<file path="config.mk">
export PLATFORM = sky130hd
export DESIGN_NAME = dhcp_client
export DESIGN_NICKNAME = d
export VERILOG_FILES = /design/src/design/dhcp_pkg.sv /design/src/design/net_pkg.sv /design/src/design/dhcp_client.sv /design/src/design/dhcp_client_fsm.sv /design/src/design/dhcp_rx_parser.sv /design/src/design/dhcp_tx_builder.sv
export SDC_FILE = /design/constraint.sdc
export NUM_CORES = 1
export LEC_CHECK = 0
export ABC_AREA = 0
export BUFFER_PORTS_ARGS = -buffer_cell sky130_fd_sc_hd__buf_2
export CAP_MARGIN = 15
export CELL_PAD_IN_SITES_DETAIL_PLACEMENT = 1
export CELL_PAD_IN_SITES_GLOBAL_PLACEMENT = 2
export CORE_MARGIN = 3
export CORE_UTILIZATION = 44
export CTS_CLUSTER_SIZE = 28
export DETAILED_ROUTE_END_ITERATION = 6
export PLACE_DENSITY_LB_ADDON = 0.1
export SYNTH_ARGS = -nofsm -noshare
export SYNTH_HDL_FRONTEND = slang
export SYNTH_SLANG_ARGS = --single-unit
</file>
<file path="constraint.sdc">
create_clock -name clk -period 6.5 [get_ports clk]
set_input_delay 1.3 -clock clk [delete_from_list [all_inputs] [get_ports clk]]
set_output_delay 1.3 -clock clk [all_outputs]
set_load 0.03 [all_outputs]
</file>
<file path="src/design/dhcp_pkg.sv">
package dhcp_pkg;

  typedef enum logic [2:0] {
    DHCP_DISCOVER = 3'd1,
    DHCP_OFFER    = 3'd2,
    DHCP_REQUEST  = 3'd3,
    DHCP_ACK      = 3'd5,
    DHCP_NAK      = 3'd6
  } dhcp_msg_t;

  localparam logic [31:0] DHCP_XID    = 32'h5a3c_e1d7;
  localparam logic [31:0] DHCP_COOKIE = 32'h6382_5363;

  localparam logic [7:0] BOOTREQUEST = 8'd1;
  localparam logic [7:0] BOOTREPLY   = 8'd2;
  localparam logic [7:0] HTYPE_ETH   = 8'd1;
  localparam logic [7:0] HLEN_ETH    = 8'd6;

  localparam logic [7:0] OPT_PAD       = 8'd0;
  localparam logic [7:0] OPT_REQ_ADDR  = 8'd50;
  localparam logic [7:0] OPT_MSG_TYPE  = 8'd53;
  localparam logic [7:0] OPT_SERVER_ID = 8'd54;
  localparam logic [7:0] OPT_END       = 8'd255;

  // Byte offsets inside the DHCP payload.
  localparam int unsigned CNT_W = 9;
  localparam logic [CNT_W-1:0] OFS_OP      = 9'd0;
  localparam logic [CNT_W-1:0] OFS_XID     = 9'd4;
  localparam logic [CNT_W-1:0] OFS_YIADDR  = 9'd16;
  localparam logic [CNT_W-1:0] OFS_CHADDR  = 9'd28;
  localparam logic [CNT_W-1:0] OFS_COOKIE  = 9'd236;
  localparam logic [CNT_W-1:0] OFS_OPTIONS = 9'd240;

  localparam logic [CNT_W-1:0] DISCOVER_LEN  = 9'd244;
  localparam logic [CNT_W-1:0] REQUEST_LEN   = 9'd256;
  localparam logic [CNT_W-1:0] MIN_REPLY_LEN = 9'd241;

  localparam int unsigned REPLY_TIMEOUT = 3000;
  localparam int unsigned MAX_TRIES     = 3;
  localparam int unsigned TIMER_W       = $clog2(REPLY_TIMEOUT);
  localparam int unsigned TRY_W         = $clog2(MAX_TRIES + 1);
  localparam logic [TIMER_W-1:0] TIMER_LAST = TIMER_W'(REPLY_TIMEOUT - 1);
  localparam logic [TRY_W-1:0]   TRY_LAST   = TRY_W'(MAX_TRIES);

  // Byte idx of a 32-bit field in network byte order.
  function automatic logic [7:0] word_byte(
    input logic [31:0] word,
    input logic [1:0]  idx
  );
    return word[31 - 8 * idx -: 8];
  endfunction

endpackage

</file>
<file path="src/design/net_pkg.sv">
package net_pkg;

  // 48-bit Ethernet hardware address.
  typedef logic [47:0] mac_addr_t;

  // 32-bit IPv4 address, most significant byte first on the wire.
  typedef logic [31:0] ipv4_t;

  // Returns byte idx of a hardware address in transmission order.
  function automatic logic [7:0] mac_byte(
    input mac_addr_t  mac,
    input logic [2:0] idx
  );
    return mac[47 - 8 * idx -: 8];
  endfunction

endpackage

</file>
<file path="src/design/dhcp_client.sv">
`timescale 1ns/1ps

module dhcp_client #(
  parameter net_pkg::mac_addr_t mac_addr = '0
) (
  input  logic           clk,
  input  logic           fsm_rst,
  input  logic           ipv4_req,
  input  logic [7:0]     rx_data,
  input  logic           rx_val,
  input  logic           rx_last,
  input  logic           tx_rdy,
  output net_pkg::ipv4_t ipv4_addr,
  output logic           ipv4_addr_val,
  output logic           ipv4_addr_timeout,
  output logic           busy,
  output logic [7:0]     tx_data,
  output logic           tx_val,
  output logic           tx_last
);

  logic                send;
  logic                sent;
  dhcp_pkg::dhcp_msg_t send_type;
  net_pkg::ipv4_t      req_addr;
  net_pkg::ipv4_t      srv_addr;
  logic                reply_val;
  dhcp_pkg::dhcp_msg_t reply_type;
  net_pkg::ipv4_t      reply_addr;
  net_pkg::ipv4_t      reply_srv;

  dhcp_client_fsm dhcp_client_fsm_inst (
    .clk               (clk),
    .fsm_rst           (fsm_rst),
    .ipv4_req          (ipv4_req),
    .reply_val         (reply_val),
    .reply_type        (reply_type),
    .reply_addr        (reply_addr),
    .reply_srv         (reply_srv),
    .sent              (sent),
    .send              (send),
    .send_type         (send_type),
    .req_addr          (req_addr),
    .srv_addr          (srv_addr),
    .ipv4_addr         (ipv4_addr),
    .ipv4_addr_val     (ipv4_addr_val),
    .ipv4_addr_timeout (ipv4_addr_timeout),
    .busy              (busy)
  );

  dhcp_tx_builder #(
    .mac_addr (mac_addr)
  ) dhcp_tx_builder_inst (
    .clk       (clk),
    .fsm_rst   (fsm_rst),
    .send      (send),
    .send_type (send_type),
    .req_addr  (req_addr),
    .srv_addr  (srv_addr),
    .tx_rdy    (tx_rdy),
    .tx_data   (tx_data),
    .tx_val    (tx_val),
    .tx_last   (tx_last),
    .sent      (sent)
  );

  dhcp_rx_parser #(
    .mac_addr (mac_addr)
  ) dhcp_rx_parser_inst (
    .clk        (clk),
    .fsm_rst    (fsm_rst),
    .rx_data    (rx_data),
    .rx_val     (rx_val),
    .rx_last    (rx_last),
    .reply_val  (reply_val),
    .reply_type (reply_type),
    .reply_addr (reply_addr),
    .reply_srv  (reply_srv)
  );

endmodule

</file>
<file path="src/design/dhcp_client_fsm.sv">
`timescale 1ns/1ps

module dhcp_client_fsm (
  input  logic                clk,
  input  logic                fsm_rst,
  input  logic                ipv4_req,
  input  logic                reply_val,
  input  dhcp_pkg::dhcp_msg_t reply_type,
  input  net_pkg::ipv4_t      reply_addr,
  input  net_pkg::ipv4_t      reply_srv,
  input  logic                sent,
  output logic                send,
  output dhcp_pkg::dhcp_msg_t send_type,
  output net_pkg::ipv4_t      req_addr,
  output net_pkg::ipv4_t      srv_addr,
  output net_pkg::ipv4_t      ipv4_addr,
  output logic                ipv4_addr_val,
  output logic                ipv4_addr_timeout,
  output logic                busy
);

  typedef enum logic [2:0] {
    idle,
    send_discover,
    wait_offer,
    send_request,
    wait_ack,
    bound
  } state_t;

  state_t                          state;
  logic [dhcp_pkg::TIMER_W-1:0]    timer;
  logic [dhcp_pkg::TRY_W-1:0]      tries;
  logic                            timer_done;
  logic                            offer_ok;
  logic                            ack_ok;
  logic                            nak_ok;

  assign timer_done = (timer == dhcp_pkg::TIMER_LAST);
  assign busy       = (state != idle) && (state != bound);

  assign offer_ok = (state == wait_offer) && reply_val
                    && (reply_type == dhcp_pkg::DHCP_OFFER);
  assign ack_ok   = (state == wait_ack) && reply_val
                    && (reply_type == dhcp_pkg::DHCP_ACK);
  assign nak_ok   = (state == wait_ack) && reply_val
                    && (reply_type == dhcp_pkg::DHCP_NAK);

  always_ff @(posedge clk) begin
    if (fsm_rst) begin
      state             <= idle;
      send              <= 1'b0;
      send_type         <= dhcp_pkg::DHCP_DISCOVER;
      timer             <= '0;
      tries             <= '0;
      ipv4_addr_val     <= 1'b0;
      ipv4_addr_timeout <= 1'b0;
    end else begin
      send <= 1'b0;
      case (state)
        idle, bound: begin
          if (ipv4_req) begin
            ipv4_addr_val     <= 1'b0;
            ipv4_addr_timeout <= 1'b0;
            tries             <= 'd1;
            send              <= 1'b1;
            send_type         <= dhcp_pkg::DHCP_DISCOVER;
            state             <= send_discover;
          end
        end
        send_discover: begin
          if (sent) begin
            timer <= '0; // Reply window opens once the last byte is out.
            state <= wait_offer;
          end
        end
        send_request: begin
          if (sent) begin
            timer <= '0;
            state <= wait_ack;
          end
        end
        wait_offer: begin
          timer <= timer + 1'b1;
          if (offer_ok) begin
            tries     <= 'd1;
            send      <= 1'b1;
            send_type <= dhcp_pkg::DHCP_REQUEST;
            state     <= send_request;
          end else if (timer_done) begin
            if (tries == dhcp_pkg::TRY_LAST) begin
              ipv4_addr_timeout <= 1'b1;
              state             <= idle;
            end else begin
              tries <= tries + 1'b1;
              send  <= 1'b1;
              state <= send_discover;
            end
          end
        end
        wait_ack: begin
          timer <= timer + 1'b1;
          if (ack_ok) begin
            ipv4_addr_val <= 1'b1;
            state         <= bound;
          end else if (nak_ok) begin
            tries     <= 'd1; // The server refused, so start over.
            send      <= 1'b1;
            send_type <= dhcp_pkg::DHCP_DISCOVER;
            state     <= send_discover;
          end else if (timer_done) begin
            if (tries == dhcp_pkg::TRY_LAST) begin
              ipv4_addr_timeout <= 1'b1;
              state             <= idle;
            end else begin
              tries <= tries + 1'b1;
              send  <= 1'b1;
              state <= send_request;
            end
          end
        end
        default: state <= idle;
      endcase
    end
  end

  // Lease data from the accepted OFFER, reported once the ACK arrives.
  always_ff @(posedge clk) begin
    if (offer_ok) begin
      req_addr <= reply_addr;
      srv_addr <= reply_srv;
    end
    if (ack_ok) ipv4_addr <= req_addr;
  end

endmodule

</file>
<file path="src/design/dhcp_rx_parser.sv">
`timescale 1ns/1ps

module dhcp_rx_parser #(
  parameter net_pkg::mac_addr_t mac_addr = '0
) (
  input  logic                clk,
  input  logic                fsm_rst,
  input  logic [7:0]          rx_data,
  input  logic                rx_val,
  input  logic                rx_last,
  output logic                reply_val,
  output dhcp_pkg::dhcp_msg_t reply_type,
  output net_pkg::ipv4_t      reply_addr,
  output net_pkg::ipv4_t      reply_srv
);

  typedef enum logic [1:0] {walk_code, walk_len, walk_val, walk_end} walk_t;

  walk_t      walk;
  logic [8:0] cnt;
  logic       bad;
  logic       type_seen;
  logic [7:0] opt_code;
  logic [7:0] opt_left;
  logic       byte_bad;
  logic       type_hit;
  logic       srv_hit;
  logic [8:0] xid_rel;
  logic [8:0] chaddr_rel;
  logic [8:0] cookie_rel;
  logic [8:0] yiaddr_rel;
  logic       in_opts;

  assign xid_rel    = cnt - dhcp_pkg::OFS_XID;
  assign chaddr_rel = cnt - dhcp_pkg::OFS_CHADDR;
  assign cookie_rel = cnt - dhcp_pkg::OFS_COOKIE;
  assign yiaddr_rel = cnt - dhcp_pkg::OFS_YIADDR;
  assign in_opts    = cnt >= dhcp_pkg::OFS_OPTIONS;

  assign type_hit = rx_val && in_opts && (walk == walk_val)
                    && (opt_code == dhcp_pkg::OPT_MSG_TYPE);
  assign srv_hit  = rx_val && in_opts && (walk == walk_val)
                    && (opt_code == dhcp_pkg::OPT_SERVER_ID);

  // Check of the current byte against the fixed reply fields.
  always_comb begin
    byte_bad = 1'b0;
    if (cnt == dhcp_pkg::OFS_OP && rx_data != dhcp_pkg::BOOTREPLY) begin
      byte_bad = 1'b1;
    end
    if (cnt >= dhcp_pkg::OFS_XID && xid_rel < 9'd4 &&
        rx_data != dhcp_pkg::word_byte(dhcp_pkg::DHCP_XID, xid_rel[1:0])) begin
      byte_bad = 1'b1;
    end
    if (cnt >= dhcp_pkg::OFS_CHADDR && chaddr_rel < 9'd6 &&
        rx_data != net_pkg::mac_byte(mac_addr, chaddr_rel[2:0])) begin
      byte_bad = 1'b1;
    end
    if (cnt >= dhcp_pkg::OFS_COOKIE && cookie_rel < 9'd4 &&
        rx_data != dhcp_pkg::word_byte(dhcp_pkg::DHCP_COOKIE, cookie_rel[1:0])) begin
      byte_bad = 1'b1;
    end
    if (type_hit && rx_data[7:3] != 5'd0) begin
      byte_bad = 1'b1; // Type code outside the known range.
    end
  end

  always_ff @(posedge clk) begin
    if (fsm_rst) begin
      cnt       <= '0;
      bad       <= 1'b0;
      type_seen <= 1'b0;
      walk      <= walk_code;
      reply_val <= 1'b0;
    end else begin
      reply_val <= 1'b0;
      if (rx_val && rx_last) begin
        reply_val <= !bad && !byte_bad && (type_seen || type_hit)
                     && (cnt >= dhcp_pkg::MIN_REPLY_LEN - 9'd1);
        cnt       <= '0;
        bad       <= 1'b0;
        type_seen <= 1'b0;
        walk      <= walk_code;
      end else if (rx_val) begin
        if (cnt != '1) cnt <= cnt + 9'd1; // Saturates on oversized messages.
        if (byte_bad) bad <= 1'b1;
        if (type_hit) type_seen <= 1'b1;
        if (in_opts) begin
          case (walk)
            walk_code: begin
              if (rx_data == dhcp_pkg::OPT_END) begin
                walk <= walk_end;
              end else if (rx_data != dhcp_pkg::OPT_PAD) begin
                opt_code <= rx_data;
                walk     <= walk_len;
              end
            end
            walk_len: begin
              opt_left <= rx_data;
              walk     <= (rx_data == 8'd0) ? walk_code : walk_val;
            end
            walk_val: begin
              opt_left <= opt_left - 8'd1;
              if (opt_left == 8'd1) walk <= walk_code;
            end
            default: walk <= walk_end; // Everything after end is padding.
          endcase
        end
      end
    end
  end

  // The reply fields shift in as they pass; reply_val marks when they are valid.
  always_ff @(posedge clk) begin
    if (rx_val) begin
      if (cnt >= dhcp_pkg::OFS_YIADDR && yiaddr_rel < 9'd4) begin
        reply_addr <= {reply_addr[23:0], rx_data};
      end
      if (type_hit) reply_type <= dhcp_pkg::dhcp_msg_t'(rx_data[2:0]);
      if (srv_hit) reply_srv <= {reply_srv[23:0], rx_data};
    end
  end

endmodule

</file>
<file path="src/design/dhcp_tx_builder.sv">
`timescale 1ns/1ps

module dhcp_tx_builder #(
  parameter net_pkg::mac_addr_t mac_addr = '0
) (
  input  logic                clk,
  input  logic                fsm_rst,
  input  logic                send,
  input  dhcp_pkg::dhcp_msg_t send_type,
  input  net_pkg::ipv4_t      req_addr,
  input  net_pkg::ipv4_t      srv_addr,
  input  logic                tx_rdy,
  output logic [7:0]          tx_data,
  output logic                tx_val,
  output logic                tx_last,
  output logic                sent
);

  logic [8:0]          cnt;
  logic [8:0]          msg_len;
  dhcp_pkg::dhcp_msg_t msg_type;
  net_pkg::ipv4_t      req_lat;
  net_pkg::ipv4_t      srv_lat;
  logic [8:0]          xid_rel;
  logic [8:0]          chaddr_rel;
  logic [8:0]          cookie_rel;
  logic [8:0]          opt_rel;
  logic                in_xid;
  logic                in_chaddr;
  logic                in_cookie;

  assign msg_len = (msg_type == dhcp_pkg::DHCP_REQUEST) ? dhcp_pkg::REQUEST_LEN
                                                        : dhcp_pkg::DISCOVER_LEN;
  assign tx_last = tx_val && (cnt == msg_len - 9'd1);

  assign xid_rel    = cnt - dhcp_pkg::OFS_XID;
  assign chaddr_rel = cnt - dhcp_pkg::OFS_CHADDR;
  assign cookie_rel = cnt - dhcp_pkg::OFS_COOKIE;
  assign opt_rel    = cnt - dhcp_pkg::OFS_OPTIONS;

  assign in_xid    = (cnt >= dhcp_pkg::OFS_XID) && (xid_rel < 9'd4);
  assign in_chaddr = (cnt >= dhcp_pkg::OFS_CHADDR) && (chaddr_rel < 9'd6);
  assign in_cookie = (cnt >= dhcp_pkg::OFS_COOKIE) && (cookie_rel < 9'd4);

  // Byte mux over the header fields and the option list.
  always_comb begin
    tx_data = 8'h00;
    if (cnt == dhcp_pkg::OFS_OP) begin
      tx_data = dhcp_pkg::BOOTREQUEST;
    end else if (cnt == dhcp_pkg::OFS_OP + 9'd1) begin
      tx_data = dhcp_pkg::HTYPE_ETH;
    end else if (cnt == dhcp_pkg::OFS_OP + 9'd2) begin
      tx_data = dhcp_pkg::HLEN_ETH;
    end else if (in_xid) begin
      tx_data = dhcp_pkg::word_byte(dhcp_pkg::DHCP_XID, xid_rel[1:0]);
    end else if (in_chaddr) begin
      tx_data = net_pkg::mac_byte(mac_addr, chaddr_rel[2:0]); // Rest of chaddr is zero.
    end else if (in_cookie) begin
      tx_data = dhcp_pkg::word_byte(dhcp_pkg::DHCP_COOKIE, cookie_rel[1:0]);
    end else if (cnt >= dhcp_pkg::OFS_OPTIONS) begin
      case (opt_rel)
        9'd0:    tx_data = dhcp_pkg::OPT_MSG_TYPE;
        9'd1:    tx_data = 8'd1;
        9'd2:    tx_data = {5'd0, msg_type};
        9'd3:    tx_data = (msg_type == dhcp_pkg::DHCP_REQUEST) ? dhcp_pkg::OPT_REQ_ADDR
                                                                : dhcp_pkg::OPT_END;
        9'd4:    tx_data = 8'd4;
        9'd5, 9'd6, 9'd7, 9'd8:
                 tx_data = dhcp_pkg::word_byte(req_lat, opt_rel[1:0] - 2'd1);
        9'd9:    tx_data = dhcp_pkg::OPT_SERVER_ID;
        9'd10:   tx_data = 8'd4;
        9'd11, 9'd12, 9'd13, 9'd14:
                 tx_data = dhcp_pkg::word_byte(srv_lat, opt_rel[1:0] - 2'd3);
        9'd15:   tx_data = dhcp_pkg::OPT_END;
        default: tx_data = 8'h00;
      endcase
    end
  end

  always_ff @(posedge clk) begin
    if (fsm_rst) begin
      tx_val <= 1'b0;
      cnt    <= '0;
      sent   <= 1'b0;
    end else begin
      sent <= tx_val && tx_rdy && tx_last; // One cycle after the final transfer.
      if (send) begin
        tx_val <= 1'b1;
        cnt    <= '0;
      end else if (tx_val && tx_rdy) begin
        if (tx_last) begin
          tx_val <= 1'b0;
        end else begin
          cnt <= cnt + 9'd1;
        end
      end
    end
  end

  // Message fields are captured at send and stay stable for the whole message.
  always_ff @(posedge clk) begin
    if (send) begin
      msg_type <= send_type;
      req_lat  <= req_addr;
      srv_lat  <= srv_addr;
    end
  end

endmodule

</file>
Yosys cells after proc, flatten, opt, wreduce, memory -nomap -nowiden
Index checks and enable logic that the tools add are counted.

Register bits after elaboration: 294. Bits in latches: 0. Memory bits (writable): 0. ROM bits: 0. Bits of input ports: 14. Word-level logic and storage cells: 269. Memories kept: 0.

Add/subtract/negate cells: 24. Multiply operators: 0. Divide/modulo/power cells: 0. Order comparisons: 16. Equal/unequal tests: 55. Shift operators: 8. Multiplexer cells: 64. Bitwise gates (word level): 4. Reductions and logical operators: 72.

Operators with widths (count): indexed part select 39 x 33 -> 8 bit (first input constant) (4); indexed part select 55 x 33 -> 8 bit (first input constant) (2); indexed part select 39 x 33 -> 8 bit (2); == test 9 x 4 -> 1 bit (second input constant) (8); one-hot mux 8 bit (9 select lines) (1); 2-to-1 mux 8 bit (8); less-than comparator 9 x 3 -> 1 bit (second input constant) (7); == test 9 x 3 -> 1 bit (second input constant) (4); >= comparator 9 x 8 -> 1 bit (second input constant) (4); subtractor 5 x 5 -> 6 bit (first input constant) (6); 2-to-1 mux 3 bit (11); logical AND 1 bit (29); == test 9 x 2 -> 1 bit (second input constant) (3); >= comparator 9 x 5 -> 1 bit (second input constant) (3); logical NOT 9 bit (3); subtractor 9 x 5 -> 9 bit (second input constant) (3); subtractor 9 x 8 -> 9 bit (second input constant) (3); inequality test 8 bit (3); one-hot mux 12 bit (2 select lines) (1); 2-to-1 mux 1 bit (22); 2-to-1 mux 2 bit (11); AND reduction 5 bit (4); adder 9 x 1 -> 9 bit (second input constant) (2); == test 9 x 1 -> 1 bit (second input constant) (2); other kinds (50) (97).

Depth between registers and ports, before layout
Word-level depth: 13. Mapped depth: 12. Gate-level depth less buffers: 10.

Hierarchy
Synthesis repeated with hierarchy kept, for this count alone.

Cell total of the unflattened synthesis: 831. Area total of the unflattened synthesis: 12192.9 sq um.

Modules (own cells, without submodules): dhcp_client_fsm (instances 1, cells each 258, area an instance 4214.0 sq um, sequential area each 3303.2 sq um); dhcp_rx_parser (instances 1, cells each 305, area an instance 4206.5 sq um, sequential area each 2772.7 sq um); dhcp_tx_builder (instances 1, cells each 268, area an instance 3772.4 sq um, sequential area each 2232.1 sq um).

Least setup slack after synthesis
OpenSTA, ideal clock, no wires.

Kind: input-to-reg. From: input port rx_val. To: register dhcp_rx_parser_inst.reply_srv[0], enable pin. Setup time: 0.502 ns. Arrival: 4.823 ns. Setup slack: 1.175 ns. Cell stages on the path: 3. Cells stage by stage: o2111ai_1 > and2_1 > nor4_1.

Word-level cells in the longest chain between the ends: 4.

RTL lines: start, declared (RTL line dhcp_client.sv:10) `input logic rx_val,`; logical AND 1 bit (2 in a row) (RTL line dhcp_rx_parser.sv:42) `assign srv_hit = rx_val && in_opts && (walk == walk_val)`; logical AND 1 bit (RTL line dhcp_rx_parser.sv:43) `&& (opt_code == dhcp_pkg::OPT_SERVER_ID);`; AND reduction 2 bit (no line) (*); end signal, assigned (RTL line dhcp_rx_parser.sv:120) `if (srv_hit) reply_srv <= {reply_srv[23:0], rx_data};`; end, declared (RTL line dhcp_rx_parser.sv:14) `output net_pkg::ipv4_t reply_srv`.

Every way passes the cells marked *; elsewhere a longest branch is shown, timed or not. A chain may end at the register's enable or synchronous reset.

Worst setup path after layout
From: register dhcp_tx_builder_inst.cnt[1]. To: output port tx_data[0].

Word-level cells in the longest chain between the ends: 12. Elaborated cells between the ends (all ways): 56. Classes of those cells: add/sub (11); order compare (7); eq/ne (17); shift (5); mux (8); reduce/logical (8).

RTL lines: start, declared (RTL line dhcp_tx_builder.sv:19) `logic [8:0] cnt;`; start signal, assigned (RTL line dhcp_tx_builder.sv:94) `cnt <= cnt + 9'd1;`; subtractor 9 x 8 -> 9 bit (RTL line dhcp_tx_builder.sv:39) `assign opt_rel = cnt - dhcp_pkg::OFS_OPTIONS;`; subtractor 2 bit or subtractor 2 x 1 -> 2 bit (tied branches) (RTL line dhcp_tx_builder.sv:73, dhcp_tx_builder.sv:69); subtractor 5 x 5 -> 6 bit (RTL line dhcp_pkg.sv:50) `return word[31 - 8 * idx -: 8];`; indexed part select 39 x 33 -> 8 bit (RTL line dhcp_pkg.sv:50); one-hot mux 8 bit (9 select lines) (RTL line dhcp_tx_builder.sv:61) `case (opt_rel)`; 2-to-1 mux 8 bit (RTL line dhcp_tx_builder.sv:60) `end else if (cnt >= dhcp_pkg::OFS_OPTIONS) begin`; 2-to-1 mux 8 bit (RTL line dhcp_tx_builder.sv:58) `end else if (in_cookie) begin`; 2-to-1 mux 8 bit (RTL line dhcp_tx_builder.sv:56) `end else if (in_chaddr) begin`; 2-to-1 mux 8 bit (RTL line dhcp_tx_builder.sv:54) `end else if (in_xid) begin`; 2-to-1 mux 8 bit (RTL line dhcp_tx_builder.sv:52) `end else if (cnt == dhcp_pkg::OFS_OP + 9'd2) begin`; 2-to-1 mux 8 bit (RTL line dhcp_tx_builder.sv:50) `end else if (cnt == dhcp_pkg::OFS_OP + 9'd1) begin`; 2-to-1 mux 8 bit (*) (RTL line dhcp_tx_builder.sv:48) `if (cnt == dhcp_pkg::OFS_OP) begin`; end, declared (RTL line dhcp_client.sv:17) `output logic [7:0] tx_data,`.

Marked as above.

==> flow_summary.json <==
{
  "post-dp-hpwl_microns": 16700,
  "ctsResizeCount": 0,
  "io_pins": 59,
  "synthFlopType": "edfxtp_1",
  "rr_startpoint": "dhcp_rx_parser_inst.cnt[5]",
  "layout_common_cells": "244 x edfxtp_1, 65 x nor2_1, 58 x buf_2, 45 x dfxtp_1, 41 x nand2_1",
  "power.share.sequential_pct": 52.8,
  "p_leak_nw": 4.41,
  "powerDensity_nw_per_um2": 307,
  "slew_headroom_pct": 29.0,
  "ctsHoldBuffers": 0,
  "finalPower_mw": 4.07,
  "numCtsBuffers": 30,
  "synthesis.nets": 837,
  "worstPathRequired_ps": 5200,
  "grt_pass1_wl_microns": 39500,
  "cp_cell_sequence": "inv_1 -> ha_1 -> mux4_2 -> a22oi_1 -> o211ai_1 -> a2111oi_0 -> a211oi_1 -> buf_2",
  "portBuffers": 58,
  "root_buffer": "clkbuf_16",
  "critPathLaunchType": "register",
  "routedWlPerCell_microns": 20.4,
  "internal_power_mw": 3.14,
  "fin_area_sq_um": 13200,
  "die_area_sq_um": 28400,
  "drive_gt1_share_pct": 15.8,
  "cap_violations": 0,
  "antenna_found_initial": 0,
  "core_area_sq_um": 25600,
  "drc": 0,
  "clock-sinks": 290,
  "clkTransAtPathRegs_ps": 60,
  "holdWs_ps": 393,
  "drt_wl_total_microns": 24600,
  "dieWidth_microns": 169,
  "worstPathMaxFanout": 18,
  "h-tree-depth": 1,
  "finalSetupTns_ps": 0,
  "avgSynthCellArea_sq_um": 14.7,
  "dpl.cell_count": 1154,
  "crit_buf_inv": 2,
  "postCtsSetupRepairBufs": 0,
  "drt-pass1-iter-count": 7,
  "rsz0062_at_grt": "false",
  "post-route-period-util_pct": 73.1,
  "fin_cells": 1210,
  "rows": 58,
  "switchingPower_mw": 0.923,
  "crit_path_max_incr_delay_ps": 860,
  "die_h_microns": 169,
  "placedInstanceArea_sq_um": 12300,
  "antenna_cells": 0,
  "dr.first_iter.drc_count": 513,
  "netlist_area_sq_um": 11600,
  "nets": 903,
  "r2r_end": "dhcp_rx_parser_inst.opt_left[5]",
  "routed-wl-met2_microns": 12200,
  "wl_met1_microns": 11000,
  "max_freq_mhz": 210,
  "cp-endpoint": "tx_data[0]",
  "grt_max_degree": 68,
  "synth_enable_flop_cells": 244,
  "peakVddDrop_uv": 203,
  "finalHoldViolCount": 0,
  "ys_seq_area_share_pct": 70.9,
  "p_comb_share_pct": 7.4,
  "initial_core_util_pct": 45.4,
  "reg2reg_slack_ps": 3510,
  "routed-wl-met3_microns": 1030,
  "routed.top_layer": "met4",
  "yosysWarnings": 0,
  "crit_start": "dhcp_tx_builder_inst.cnt[1]",
  "fin_skew_ps": 29.8,
  "vias_per_cell": 5.51,
  "hp-class": "register to register",
  "swShare_pct": 22.7,
  "gp_congestion": 0.843,
  "cp-end-kind": "primary output",
  "finalSetupViolCount": 0,
  "crit_family": "adder cells",
  "clk_path_buf_depth": 3,
  "grt-ovfl-total": 0,
  "cp_data_arrival_time_ps": 3450,
  "synthDistinctLibCells": 67,
  "clk_latency_ps": 570,
  "cp.depth": 8,
  "clock_power_share_pct": 39.8,
  "outcome": "completed",
  "grt_use_total_pct": 17.5,
  "worst_r2r_path_depth": 5,
  "grt_pass1_vias": 7045,
  "syn2layout_area_growth_pct": 13.9,
  "criticalPathCategory": "register to primary output",
  "async_flop_share_pct": 0,
  "vias": 6663,
  "synthCells": 791,
  "fin_crit_ps": 4750,
  "slowest_stage": "ha_1",
  "final_antenna_net_count": 0,
  "slew_violations": 0,
  "tightest_slew_ps": 1060,
  "synth_seq_cells": 290,
  "cts_tree": "yes",
  "final_common_cell": "edfxtp_1"
}
[metal layers]
layer	GRT usage [%]	vias to the layer above
li1	-	3136
met1	24.2	3363
met2	29.5	134
met3	2.87	30
met4	4.30	0
met5	0	-
[synthesized netlist by cell type (3+ instances only)]
| library cell | instances | area [sq um] |
|---|---|---|
| a211oi_1 | 8 | 60.1 |
| a21o_1 | 4 | 30.0 |
| a21oi_1 | 30 | 150 |
| a22oi_1 | 3 | 22.5 |
| a311oi_1 | 4 | 35.0 |
| a31oi_1 | 12 | 75.1 |
| and2_1 | 5 | 31.3 |
| and3_1 | 8 | 50.1 |
| and3b_1 | 3 | 26.3 |
| buf_2 | 3 | 15.0 |
| clkbuf_1 | 25 | 93.8 |
| dfxtp_1 | 46 | 921 |
| edfxtp_1 | 244 | 7330 |
| ha_1 | 32 | 400 |
| inv_1 | 24 | 90.1 |
| mux4_2 | 16 | 360 |
| nand2_1 | 41 | 154 |
| nand2b_1 | 8 | 50.1 |
| nand3_1 | 23 | 115 |
| nand4_1 | 10 | 62.6 |
| nor2_1 | 66 | 248 |
| nor2b_1 | 4 | 25.0 |
| nor3_1 | 15 | 75.1 |
| nor3b_1 | 7 | 52.6 |
| nor4_1 | 11 | 68.8 |
| nor4b_1 | 3 | 26.3 |
| nor4bb_1 | 5 | 50.1 |
| o211ai_1 | 3 | 22.5 |
| o21a_1 | 5 | 37.5 |
| o21ai_0 | 19 | 95.1 |
| o22ai_1 | 4 | 25.0 |
| or2_1 | 3 | 18.8 |
| or2_2 | 3 | 18.8 |
| or3_1 | 10 | 62.6 |
| xnor2_1 | 28 | 245 |
| xor2_1 | 13 | 114 |
[power groups by stage]
stage / clock, mW / combinational [mW] / sequential (mW)
floorplan: 0 / 0.205 / 2.18
global placement: 0 / 0.294 / 2.18
detailed placement: 0 / 0.305 / 2.19
CTS: 1.67 / 0.305 / 2.15
global route: 1.76 / 0.333 / 2.16
finish: 1.62 / 0.302 / 2.15
[state kept, by name, summed over array words and instances, names as in the netlist, 8 cells and up]
| signal | flops |
|---|---|
| dhcp_rx_parser_inst.opt_left | 8 |
| dhcp_tx_builder_inst.srv_lat | 32 |
| dhcp_client_fsm_inst.timer | 12 |
| dhcp_tx_builder_inst.req_lat | 32 |
| dhcp_tx_builder_inst.cnt | 9 |
| dhcp_rx_parser_inst.cnt | 9 |
| dhcp_rx_parser_inst.opt_code | 8 |
| dhcp_rx_parser_inst.reply_srv | 32 |
| dhcp_rx_parser_inst.reply_addr | 32 |
| dhcp_client_fsm_inst.srv_addr | 32 |
| dhcp_client_fsm_inst.req_addr | 32 |
| dhcp_client_fsm_inst.ipv4_addr | 32 |
[stage by stage]
| step | util (%) | setup slack, ps |
|---|---|---|
| final | 51.7 | 1750 |
| after global routing | 51.7 | 1470 |
| after CTS | 51.6 | 1730 |
| after detailed placement | 47.9 | 2330 |
| after global placement | 47.9 | 2360 |
| after floorplan | - | 1180 |
[how the worst min path moves through the flow]
stage / slack, ps / cells past startpoint / start / endpoint
4_1_cts: 390 / 0 / dhcp_client_fsm_inst.srv_addr[2] / dhcp_tx_builder_inst.srv_lat[2]
2_1_floorplan: 400 / 0 / dhcp_client_fsm_inst.send_type[1] / dhcp_tx_builder_inst.msg_type[1]
6_report: 390 / 0 / dhcp_client_fsm_inst.srv_addr[2] / dhcp_tx_builder_inst.srv_lat[2]
3_5_place_dp: 410 / 0 / dhcp_rx_parser_inst.reply_addr[24] / dhcp_client_fsm_inst.req_addr[24]
3_3_place_gp: 400 / 0 / dhcp_rx_parser_inst.reply_addr[28] / dhcp_client_fsm_inst.req_addr[28]
5_1_grt: 410 / 0 / dhcp_client_fsm_inst.srv_addr[2] / dhcp_tx_builder_inst.srv_lat[2]
[logic make-up (layout without fill, tap and decap cells)]
kind of cell | after synthesis | in the layout | share of synthesized area [%]
DFF | 290 | 290 | 70.9
adders and majority gates | 32 | 32 | 3.44
buffers and inverters | 55 | 144 | 1.81
AOI/OAI and AO/OA | 113 | 113 | 6.38
and+or+nand+nor | 240 | 240 | 10.9
xor gates and xnor gates | 41 | 41 | 3.09
muxes | 20 | 20 | 3.46
[worst reg2reg max path, cell delays in order, from the launching register on]
cell       delay, ps
dfxtp_1          580
ha_1             290
nor4bb_1         420
o2111ai_1        170
and2_1           290
nor3_1           880
[final cells by class]
| type | count | area, sq um |
|---|---|---|
| Fill cell | 2524 | 12400 |
| Sequential cell | 290 | 8250 |
| Multi-Input combinational cell | 446 | 3190 |
| Clock buffer | 36 | 783 |
| Tap cell | 330 | 413 |
| Timing Repair Buffer | 64 | 348 |
| Clock inverter | 19 | 168 |
| Inverter | 25 | 93.8 |
Power figures use the tool's default switching activity.
